==> config.mk <==
export PLATFORM = sky130hd
export DESIGN_NAME = scanFbTop
export DESIGN_NICKNAME = d
export VERILOG_FILES = /design/src/design/scanFbPkg.sv /design/src/design/lineReadIf.sv /design/src/design/scanFbTop.sv /design/src/design/pixelOutput.sv /design/src/design/lineBuffer.sv /design/src/design/fetchSequencer.sv
export SDC_FILE = /design/constraint.sdc
export NUM_CORES = 1
export LEC_CHECK = 0
export BUFFER_PORTS_ARGS = -buffer_cell sky130_fd_sc_hd__buf_4
export CORE_MARGIN = 3
export CORE_UTILIZATION = 45
export CTS_BUF_LIST = sky130_fd_sc_hd__clkbuf_2
export CTS_CLUSTER_SIZE = 25
export DETAILED_ROUTE_END_ITERATION = 10
export HOLD_SLACK_MARGIN = 0.12
export SLEW_MARGIN = 20
export SYNTH_ARGS = -nofsm -noshare
export SYNTH_HDL_FRONTEND = slang
export SYNTH_SLANG_ARGS = --single-unit
==> constraint.sdc <==
create_clock -name clk -period 5.7 [get_ports clk]
set_input_delay 0.57 -clock clk [delete_from_list [all_inputs] [get_ports clk]]
set_output_delay 0.57 -clock clk [all_outputs]
set_load 0.01 [all_outputs]
==> src/design/scanFbPkg.sv <==
`default_nettype none

package scanFbPkg;

    ////////////////////////////////////////////////////////////
    // Bus and coordinate widths
    ////////////////////////////////////////////////////////////
    localparam int COORD_W = 12;
    localparam int DATA_W = 32;
    localparam int ADDR_W = 32;
    localparam int COUNT_W = 8;
    localparam int ID_W = 4;

    // One output colour
    typedef struct packed {
        logic [7:0] r;
        logic [7:0] g;
        logic [7:0] b;
    } rgb8_t;

    ////////////////////////////////////////////////////////////
    // Memory map and tags
    ////////////////////////////////////////////////////////////
    localparam logic [ID_W-1:0] FB_READ_ID = 4'h5;
    localparam logic [ADDR_W-1:0] FB_BASE0 = 32'h0001_0000;
    localparam logic [ADDR_W-1:0] FB_BASE1 = 32'h0002_0000;

    // Magenta marks missing data
    localparam rgb8_t UNDERRUN_COLOR = '{r: 8'hff, g: 8'h00, b: 8'hff};

    // Index width for a count of n, at least one bit
    function automatic int unsigned bitsFor(input int unsigned n);
        return (n > 1) ? $clog2(n) : 1;
    endfunction

    // Word offset of a framebuffer pixel
    function automatic logic [ADDR_W-1:0] fbOffset(
        input logic [COORD_W-1:0] fbX,
        input logic [COORD_W-1:0] fbY,
        input int unsigned fbWidth
    );
        return ADDR_W'(fbY) * ADDR_W'(fbWidth) + ADDR_W'(fbX);
    endfunction

endpackage

`default_nettype wire
==> src/design/lineReadIf.sv <==
`default_nettype none

interface lineReadIf;
    import scanFbPkg::*;

    logic [DATA_W-1:0] word;
    // Set the word was read from
    logic set;
    logic blank;
    logic valid;

    modport source (
        output word, set, blank, valid
    );

    modport sink (
        input word, set, blank, valid
    );

endinterface

`default_nettype wire

==> src/design/scanFbTop.sv <==
`default_nettype none

module scanFbTop (
    input wire clk,
    input wire resetn,
    input wire [scanFbPkg::COORD_W-1:0] x,
    input wire [scanFbPkg::COORD_W-1:0] y,
    input wire blank,
    input wire flip,
    input wire memAck,
    input wire rdValid,
    input wire [scanFbPkg::ID_W-1:0] rdId,
    input wire [scanFbPkg::DATA_W-1:0] rdData,
    output logic memReq,
    output logic [scanFbPkg::ADDR_W-1:0] memAddr,
    output logic [scanFbPkg::COUNT_W-1:0] memCount,
    output logic [scanFbPkg::ID_W-1:0] memId,
    output scanFbPkg::rgb8_t color
);

    // Framebuffer of 16 by 4, screen of 32 by 8
    localparam int FB_WIDTH = 16;
    localparam int FB_HEIGHT = 4;
    localparam int BLOCK_WORDS = 8;

    logic fillActive;
    logic fillSet;
    logic fillDone;

    lineReadIf lineRd ();

    fetchSequencer #(
        .FB_WIDTH(FB_WIDTH),
        .FB_HEIGHT(FB_HEIGHT),
        .BLOCK_WORDS(BLOCK_WORDS)
    ) fetchSeq_i (
        .clk(clk),
        .resetn(resetn),
        .x(x),
        .y(y),
        .blank(blank),
        .flip(flip),
        .memAck(memAck),
        .fillDone(fillDone),
        .memReq(memReq),
        .memAddr(memAddr),
        .memCount(memCount),
        .memId(memId),
        .fillActive(fillActive),
        .fillSet(fillSet)
    );

    lineBuffer #(
        .FB_WIDTH(FB_WIDTH),
        .BLOCK_WORDS(BLOCK_WORDS)
    ) lineBuf_i (
        .clk(clk),
        .resetn(resetn),
        .x(x),
        .y(y),
        .blank(blank),
        .rdValid(rdValid),
        .rdId(rdId),
        .rdData(rdData),
        .fillActive(fillActive),
        .fillSet(fillSet),
        .fillDone(fillDone),
        .rd(lineRd.source)
    );

    pixelOutput pixOut_i (
        .rd(lineRd.sink),
        .fillActive(fillActive),
        .fillSet(fillSet),
        .color(color)
    );

endmodule

`default_nettype wire

==> src/design/pixelOutput.sv <==
`default_nettype none

module pixelOutput (
    lineReadIf.sink rd,
    input wire fillActive,
    input wire fillSet,
    output scanFbPkg::rgb8_t color
);
    import scanFbPkg::*;

    rgb8_t wordColor;
    logic underrun;

    ////////////////////////////////////////////////////////////
    // RGBX word to colour
    ////////////////////////////////////////////////////////////
    always_comb begin
        wordColor.r = rd.word[31:24];
        wordColor.g = rd.word[23:16];
        wordColor.b = rd.word[15:8];
    end

    // Shown set still being written
    assign underrun = fillActive && (rd.set == fillSet);

    always_comb begin
        if (rd.blank || !rd.valid) begin
            color = '0;
        end else if (underrun) begin
            color = UNDERRUN_COLOR;
        end else begin
            color = wordColor;
        end
    end

endmodule

`default_nettype wire

==> src/design/lineBuffer.sv <==
`default_nettype none

module lineBuffer #(
    parameter int FB_WIDTH = 16,
    parameter int BLOCK_WORDS = 8
) (
    input wire clk,
    input wire resetn,
    input wire [scanFbPkg::COORD_W-1:0] x,
    input wire [scanFbPkg::COORD_W-1:0] y,
    input wire blank,
    input wire rdValid,
    input wire [scanFbPkg::ID_W-1:0] rdId,
    input wire [scanFbPkg::DATA_W-1:0] rdData,
    input wire fillActive,
    input wire fillSet,
    output logic fillDone,
    lineReadIf.source rd
);
    import scanFbPkg::*;

    localparam int IDX_W = bitsFor(BLOCK_WORDS);
    localparam logic [IDX_W-1:0] LAST_BEAT = IDX_W'(BLOCK_WORDS - 1);
    localparam logic [COORD_W-1:0] WIDTH_C = COORD_W'(FB_WIDTH);

    logic [DATA_W-1:0] cache [2][BLOCK_WORDS];
    logic [IDX_W-1:0] beatIdx;
    logic beatHit;
    logic [COORD_W-1:0] fbX;
    logic [ADDR_W-1:0] lookOff;

    ////////////////////////////////////////////////////////////
    // Beat capture
    ////////////////////////////////////////////////////////////
    assign beatHit = fillActive && rdValid && (rdId == FB_READ_ID);

    always_ff @(posedge clk) begin
        if (beatHit) begin
            cache[fillSet][beatIdx] <= rdData;
        end
    end

    always_ff @(posedge clk or negedge resetn) begin
        if (!resetn) begin
            beatIdx <= '0;
            fillDone <= 1'b0;
        end else begin
            fillDone <= 1'b0;
            if (beatHit) begin
                beatIdx <= beatIdx + IDX_W'(1);
                if (beatIdx == LAST_BEAT) begin
                    beatIdx <= '0;
                    fillDone <= 1'b1;
                end
            end
        end
    end

    ////////////////////////////////////////////////////////////
    // Word lookup, one cycle
    ////////////////////////////////////////////////////////////
    assign fbX = x >> 1;
    assign lookOff = fbOffset(fbX, y >> 1, FB_WIDTH);

    always_ff @(posedge clk) begin
        rd.word <= cache[lookOff[IDX_W]][lookOff[IDX_W-1:0]];
        rd.set <= lookOff[IDX_W];
    end

    always_ff @(posedge clk or negedge resetn) begin
        if (!resetn) begin
            rd.blank <= 1'b1;
            rd.valid <= 1'b0;
        end else begin
            rd.blank <= blank;
            rd.valid <= !blank && (fbX < WIDTH_C);
        end
    end

endmodule

`default_nettype wire

==> src/design/fetchSequencer.sv <==
`default_nettype none

module fetchSequencer #(
    parameter int FB_WIDTH = 16,
    parameter int FB_HEIGHT = 4,
    parameter int BLOCK_WORDS = 8
) (
    input wire clk,
    input wire resetn,
    input wire [scanFbPkg::COORD_W-1:0] x,
    input wire [scanFbPkg::COORD_W-1:0] y,
    input wire blank,
    input wire flip,
    input wire memAck,
    input wire fillDone,
    output logic memReq,
    output logic [scanFbPkg::ADDR_W-1:0] memAddr,
    output logic [scanFbPkg::COUNT_W-1:0] memCount,
    output logic [scanFbPkg::ID_W-1:0] memId,
    output logic fillActive,
    output logic fillSet
);
    import scanFbPkg::*;

    localparam int IDX_W = bitsFor(BLOCK_WORDS);
    localparam logic [COORD_W-1:0] WIDTH_C = COORD_W'(FB_WIDTH);
    localparam logic [COORD_W-1:0] HEIGHT_C = COORD_W'(FB_HEIGHT);
    localparam logic [COORD_W-1:0] STEP_C = COORD_W'(BLOCK_WORDS);

    typedef enum logic [1:0] {
        stIdle,
        stReq,
        stRelease
    } seqState_t;

    seqState_t state;

    logic [COORD_W-1:0] fbX;
    logic [COORD_W-1:0] fbY;
    logic [COORD_W-1:0] nextX;
    logic [COORD_W-1:0] nextY;
    logic [ADDR_W-1:0] curOff;
    logic [ADDR_W-1:0] nextOff;
    logic fetchDue;
    logic launch;

    ////////////////////////////////////////////////////////////
    // Next block address
    ////////////////////////////////////////////////////////////
    assign fbX = x >> 1;
    assign fbY = y >> 1;
    assign curOff = fbOffset(fbX, fbY, FB_WIDTH);

    always_comb begin
        // Start of current block, one block on
        nextX = {fbX[COORD_W-1:IDX_W], {IDX_W{1'b0}}} + STEP_C;
        nextY = fbY;
        if (nextX >= WIDTH_C) begin
            nextX = '0;
            // Even line repeats the row, odd line moves on
            if (y[0]) begin
                nextY = fbY + COORD_W'(1);
                if (nextY >= HEIGHT_C) begin
                    nextY = '0;
                end
            end
        end
        nextOff = fbOffset(nextX, nextY, FB_WIDTH);
    end

    // First even column of a block on a visible position
    assign fetchDue = !blank && (fbX < WIDTH_C) && (fbY < HEIGHT_C) && !x[0]
                      && (curOff[IDX_W-1:0] == '0);

    // Busy sequencer skips the fetch
    assign launch = (state == stIdle) && fetchDue && !fillActive && !memAck;

    ////////////////////////////////////////////////////////////
    // Four-phase handshake and fill tracking
    ////////////////////////////////////////////////////////////
    always_ff @(posedge clk or negedge resetn) begin
        if (!resetn) begin
            state <= stIdle;
            memReq <= 1'b0;
            fillActive <= 1'b0;
            fillSet <= 1'b0;
        end else begin
            case (state)
                stIdle: begin
                    if (launch) begin
                        memReq <= 1'b1;
                        fillSet <= nextOff[IDX_W];
                        state <= stReq;
                    end
                end
                stReq: begin
                    if (memAck) begin
                        memReq <= 1'b0;
                        fillActive <= 1'b1;
                        state <= stRelease;
                    end
                end
                stRelease: begin
                    // Wait for memory to drop ack
                    if (!memAck) begin
                        state <= stIdle;
                    end
                end
                default: state <= stIdle;
            endcase
            if (fillDone) begin
                fillActive <= 1'b0;
            end
        end
    end

    // Address held stable for the whole request
    always_ff @(posedge clk) begin
        if (launch) begin
            memAddr <= (flip ? FB_BASE1 : FB_BASE0) + (nextOff << 2);
        end
    end

    assign memCount = COUNT_W'(BLOCK_WORDS);
    assign memId = FB_READ_ID;

endmodule

`default_nettype wire

# ---- Word level (Yosys, flattened, before mapping)
# Memory sizes are Yosys's and may differ from the RTL's.
# Cells that the tools add are included.
dict set report op_classes {
  add_sub_neg 6
  n_mul 0
  div_mod_pow 0
  n_lt_le_gt_ge 7
  n_eq_ne 8
  shift 0
  muxes 27
  bitwise_logic 2
  reduce_logical 26
}
# op count
set op_table {}
lappend op_table {{$mux 256} 1}
lappend op_table {{$bmux 32 s3} 1}
lappend op_table {{$demux 32 s3} 1}
lappend op_table {{$mux 32} 3}
lappend op_table {{$mux 12} 4}
lappend op_table {{$mux 24} 2}
lappend op_table {{$add 32x32->32} 1}
lappend op_table {{$mux 18} 1}
lappend op_table {{$add 16x12->17} 1}
lappend op_table {{$add 11x1->12 const B} 1}
lappend op_table {{$add 11x4->12 const B} 1}
lappend op_table {{$ge 12x3->1 const B} 1}
lappend op_table {{$ge 12x5->1 const B} 1}
lappend op_table {{$logic_and 1x1->1} 11}
lappend op_table {{$lt 11x3->1 const B} 1}
lappend op_table {{$lt 11x5->1 const B} 1}
lappend op_table {{$ge 4x4->1 const B} 2}
lappend op_table {{$mux 1} 8}
lappend op_table {{$not 3->4} 2}
lappend op_table {{$mux 2} 3}
lappend op_table {{$pmux 2 s3} 1}
lappend op_table {{$reduce_and 3->1} 2}
lappend op_table {{$reduce_bool 2->1} 3}
lappend op_table {{$logic_not 1->1} 5}
lappend op_table {{16 further kinds} 18}
dict set report word_totals {
  ff_bits 76
  latchBits 0
  ramBits 512
  romBits 0
  in_bits 66
  output_inout_bits 69
  wordCells 88
  memories 1
}
# memory depth width read_ports rd_ports_with_merged_regs wr line_no
set mem_list {}
lappend mem_list {lineBuf_i.cache 2 256 1 0 1 lineBuffer.sv:26} ;# logic [DATA_W-1:0] cache [2][BLOCK_WORDS];

# ---- Longest topological paths before layout
dict set report logic_depth {
  word_depth 10
  mapped_depth 18
  mapped_depth_nobuf 16
}

# ---- Modules after synthesis
# Synthesis repeated with hierarchy kept, for this count alone.
dict set report hier_totals {
  cells_unflattened 1062
  area_unflattened_um2 22022.4
}
# mod n_inst cells_each area_each_um2 seq_area_each_um2
set by_module_without_submodules {}
lappend by_module_without_submodules {lineBuffer 1 860 20134.3 16186.8}
lappend by_module_without_submodules {fetchSequencer 1 159 1569.0 575.6}
lappend by_module_without_submodules {pixelOutput 1 43 319.1 0.0}

# ---- Worst setup path after synthesis
# Ideal clock, no wire load.
dict set report synth_path {
  path_kind {input -> register}
  from {in rdId[1] in the netlist's numbering}
  to {mem lineBuf_i.cache[0][232] in the netlist's numbering, enable pin}
  setup_time_ps 435
  arrival_ps 3134
  required_ps 5265
  setup_slack_ps 2131
  path_stages 4
  path_buffers 0
  path_cell_list {nor4bb_1 nand3_1 or3_1 nor3_1}
}
dict set report synth_via {
  elab_chain_cells 4
}
# element line_no
set synth_rtl {}
lappend synth_rtl {{from (decl)} scanFbTop.sv:12} ;# input wire [scanFbPkg::ID_W-1:0] rdId,
lappend synth_rtl {{$eq 4x3->1} lineBuffer.sv:35} ;# assign beatHit = fillActive && rdValid && (rdId == FB_READ_ID);
lappend synth_rtl {{$logic_and 1x1->1} lineBuffer.sv:35}
lappend synth_rtl {{$mux 1} lineBuffer.sv:38} ;# if (beatHit) begin
lappend synth_rtl {{$mux 256 (not written as such)} lineBuffer.sv:39} ;# cache[fillSet][beatIdx] <= rdData;
lappend synth_rtl {{to (decl)} lineBuffer.sv:26}
# No other way between the ends.

==> key figures <==
Placement
  • Placed insts: 1392
  • IO Port Bufs: 97
  • GPL Wtd Cong: 0.738
  • Final HPWL DP: between 15 and 20 mm

Worst hold path
  • HP Class: primary input to register

Global route
  • Initial antenna violation count: 3
  • Vias in the first global route: 9193
  • Pin count of the biggest net entering global routing: 63
  • GRT Overall Usage: 18.7%
  • Global route overflow: 0
  • Global-route wire length before repair: 56.3 mm

Timing
  • Worst Skew: 40.9 ps
  • Max-slew violations: 0
  • Worst slew margin: approximately a quarter
  • Period Utilization, post-route: 62.1%
  • Fin. Hold Viols: 0
  • Final TNS setup: 0 ps
  • Peak Freq: 282 MHz
  • Crit path time final: 3540 ps
  • # setup viols final: 0
  • Slew @ Worst Pin: roughly 1100 ps
  • RSZ-0062 raised after global routing: no

Clock network
  • Max Root-Sink Buffers: 3
  • CTS tree: built
  • Cts bufs inserted: about 110
  • H-Tree Depth: 3
  • CTS clk-pin slew, worst paths: 110 ps
  • Clk_lat worst skew: 940 ps
  • Clock root buffer: clkbuf_2
  • # clock sinks: 435
  • Setup repair bufs after CTS: 0

Synth
  • Synth cell types: 52
  • Commonest cells in the netlist: edfxtp_1 (399), mux4_2 (120), buf_4 (29)
  • Post-synthesis sequential element count: 435
  • Post-synth top area share: 70.1%
  • Synth warn: 0
  • Mapped Area: between 15000 and 20000 um^2
  • Ys flop type: edfxtp_1
  • Count leader, synth: edfxtp_1
  • Synth Area per Inst: 21.3 um^2
  • EDFF count, synth: 399
  • Synth area leaders: edfxtp_1 (70%), mux4_2 (16%), dfxtp_1 (2.9%)
  • Ys async rst share: 2.53%
  • Post-Syn Instances: 803
  • Post-synthesis sequential area ratio: 74.7%
  • Largest area contributor in the netlist: edfxtp_1

Setup path
  • Worst EP arrival: around 3000 ps
  • Critical Path RT: 5130 ps
  • Worst setup EP type: primary output
  • Startpoint Class: register
  • CP Max Fanout: 16
  • Kind of critical path: register to primary output

Detailed routing
  • Iter 0 DRT Violations: between 500 and 600
  • Vias: between 8000 and 9000
  • Drt total wl: 36.8 mm
  • Routed Antenna Nets: 0
  • Vias/cell: approximately 5.2
  • Drt pass-1 iters: 5
  • Drt wl/cell: 22.5 um
  • Remaining DRCs: 0

Layout
  • Fillers: 2965
  • Nets@finish: around 1100
  • Register Area: 12800 um^2
  • Area growth, synth to finish: 17.6%
  • Fraction of layout cells with a size suffix above 1: 38.0%
  • Multi-input gate area: ~4000 um^2
  • Non-filler cells, final: ~1600

Power
  • Power per cell area: about 300 nW/um^2
  • Leakage: 6.98 nW
  • Worst VDD drop: roughly 0.15 mV

Floorplanning
  • Initial Util: between 40% and 50%
  • Site Rows: 70
  • Area of the die: 40300 um^2
  • Die Height: 201 um
  • Die span in x: 201 um
  • I/O pins: 135
  • Core area: 37000 um^2

Run status
  • Outcome: finished, final reports clean

Run
  • Max-cap violations: 0
sequential cells by signal (all words and copies together) (netlist names):
name and flops:
fetchSeq_i.state 2, fetchSeq_i.fillSet 1, lineBuf_i.cache 384, fetchSeq_i.fillActive 1, lineBuf_i.rd.set 1, lineBuf_i.rd.blank 1, lineBuf_i.rd.valid 1, lineBuf_i.rd.word 24
lineBuf_i.fillDone 1, fetchSeq_i.memAddr 15, fetchSeq_i.memReq 1, lineBuf_i.beatIdx 3
per-stage QoR:
| step | area, um^2 | total power [mW] | hold WS (ps) | setup slack [ps] | utilization (%) |
|---|---|---|---|---|---|
| final | 20100 | 6.00 | 252 | 2160 | 54.2 |
| after floorplan | 17200 | 3.79 | 274 | 2130 | - |
| after detailed placement | 18500 | 3.88 | 392 | 2290 | 49.8 |
| after global routing | 20100 | 6.31 | 188 | 1870 | 54.2 |
| after global placement | 18400 | 3.87 | 382 | 2300 | 49.6 |
| after CTS | 20000 | 6.09 | 129 | 2000 | 53.9 |
report_power, final:
group,internal [mW],switching [mW],leakage [nW]
Clock,0.980,1.19,0.794
Combinational,0.156,0.163,2.25
Sequential,3.50,0.0107,3.94
layer usage:
layer	GRT usage [%]	part of all wire, %	vias to the layer above
li1	-	-	3807
met1	25.2	43	4415
met2	30.1	49	290
met3	4.96	6.5	38
met4	5.57	1.4	0
met5	0	0	-
worst max-delay path, cell delays in order, from the launching register on:
cell and delay (ps):
dfrtp_1 530, xnor2_1 240, and2_1 890, o21a_1 250, buf_4 140
logic make-up after synthesis:
kind of cell / after synthesis / synth area share [%]
buffers and inverters: 74 / 2.65
AO/OA/AOI/OAI: 51 / 2.07
XOR/XNOR: 8 / 0.410
multiplexers: 122 / 15.9
other: 2 / 0.0440
adder cells (fa/ha/maj): 16 / 1.26
flip-flops: 435 / 74.7
AND/OR/NAND/NOR: 95 / 2.92
worst paths after layout:
path	cells past startpoint	slack, ps	end	from
max in group asynchronous	3	4620	lineBuf_i.rd.blank	resetn
worst max register to register	3	3150	lineBuf_i.cache[0][181]	fetchSeq_i.fillActive
worst max-delay path	4	2160	color[16]	fetchSeq_i.fillSet
min in group asynchronous	3	700	fetchSeq_i.fillSet	resetn
worst min-delay path	4	250	fetchSeq_i.memAddr[9]	x[0]
worst min register to register	1	390	fetchSeq_i.fillActive	lineBuf_i.fillDone
placed cells by master, fill, tap and decap left out, types with 12 or more instances in the layout:
cell type      instances
edfxtp_1             399
clkbuf_2             161
mux4_2               120
buf_4                108
dlygate4sd3_1         45
conb_1                39
dfxtp_1               25
clkinv_1              22
o21a_1                19
nand2_1               15
ha_1                  14
nor2_1                12
nor2_4                12
area by class of cell:
type,instances,area share (%)
multi-input cells,331,20.5
repair buffers,161,7.23
clock buffers,161,4.01
flip-flops and latches,435,63.5
well taps,504,3.14
inverters,10,0.187
diodes,2,0.0249
clock inverters,33,1.33
timing repair:
action,CTS,global route
hold endpoints to repair,417,0
hold buffers,45,0
resized for setup,0,0
Note: power is estimated with default switching activity, not from simulation.
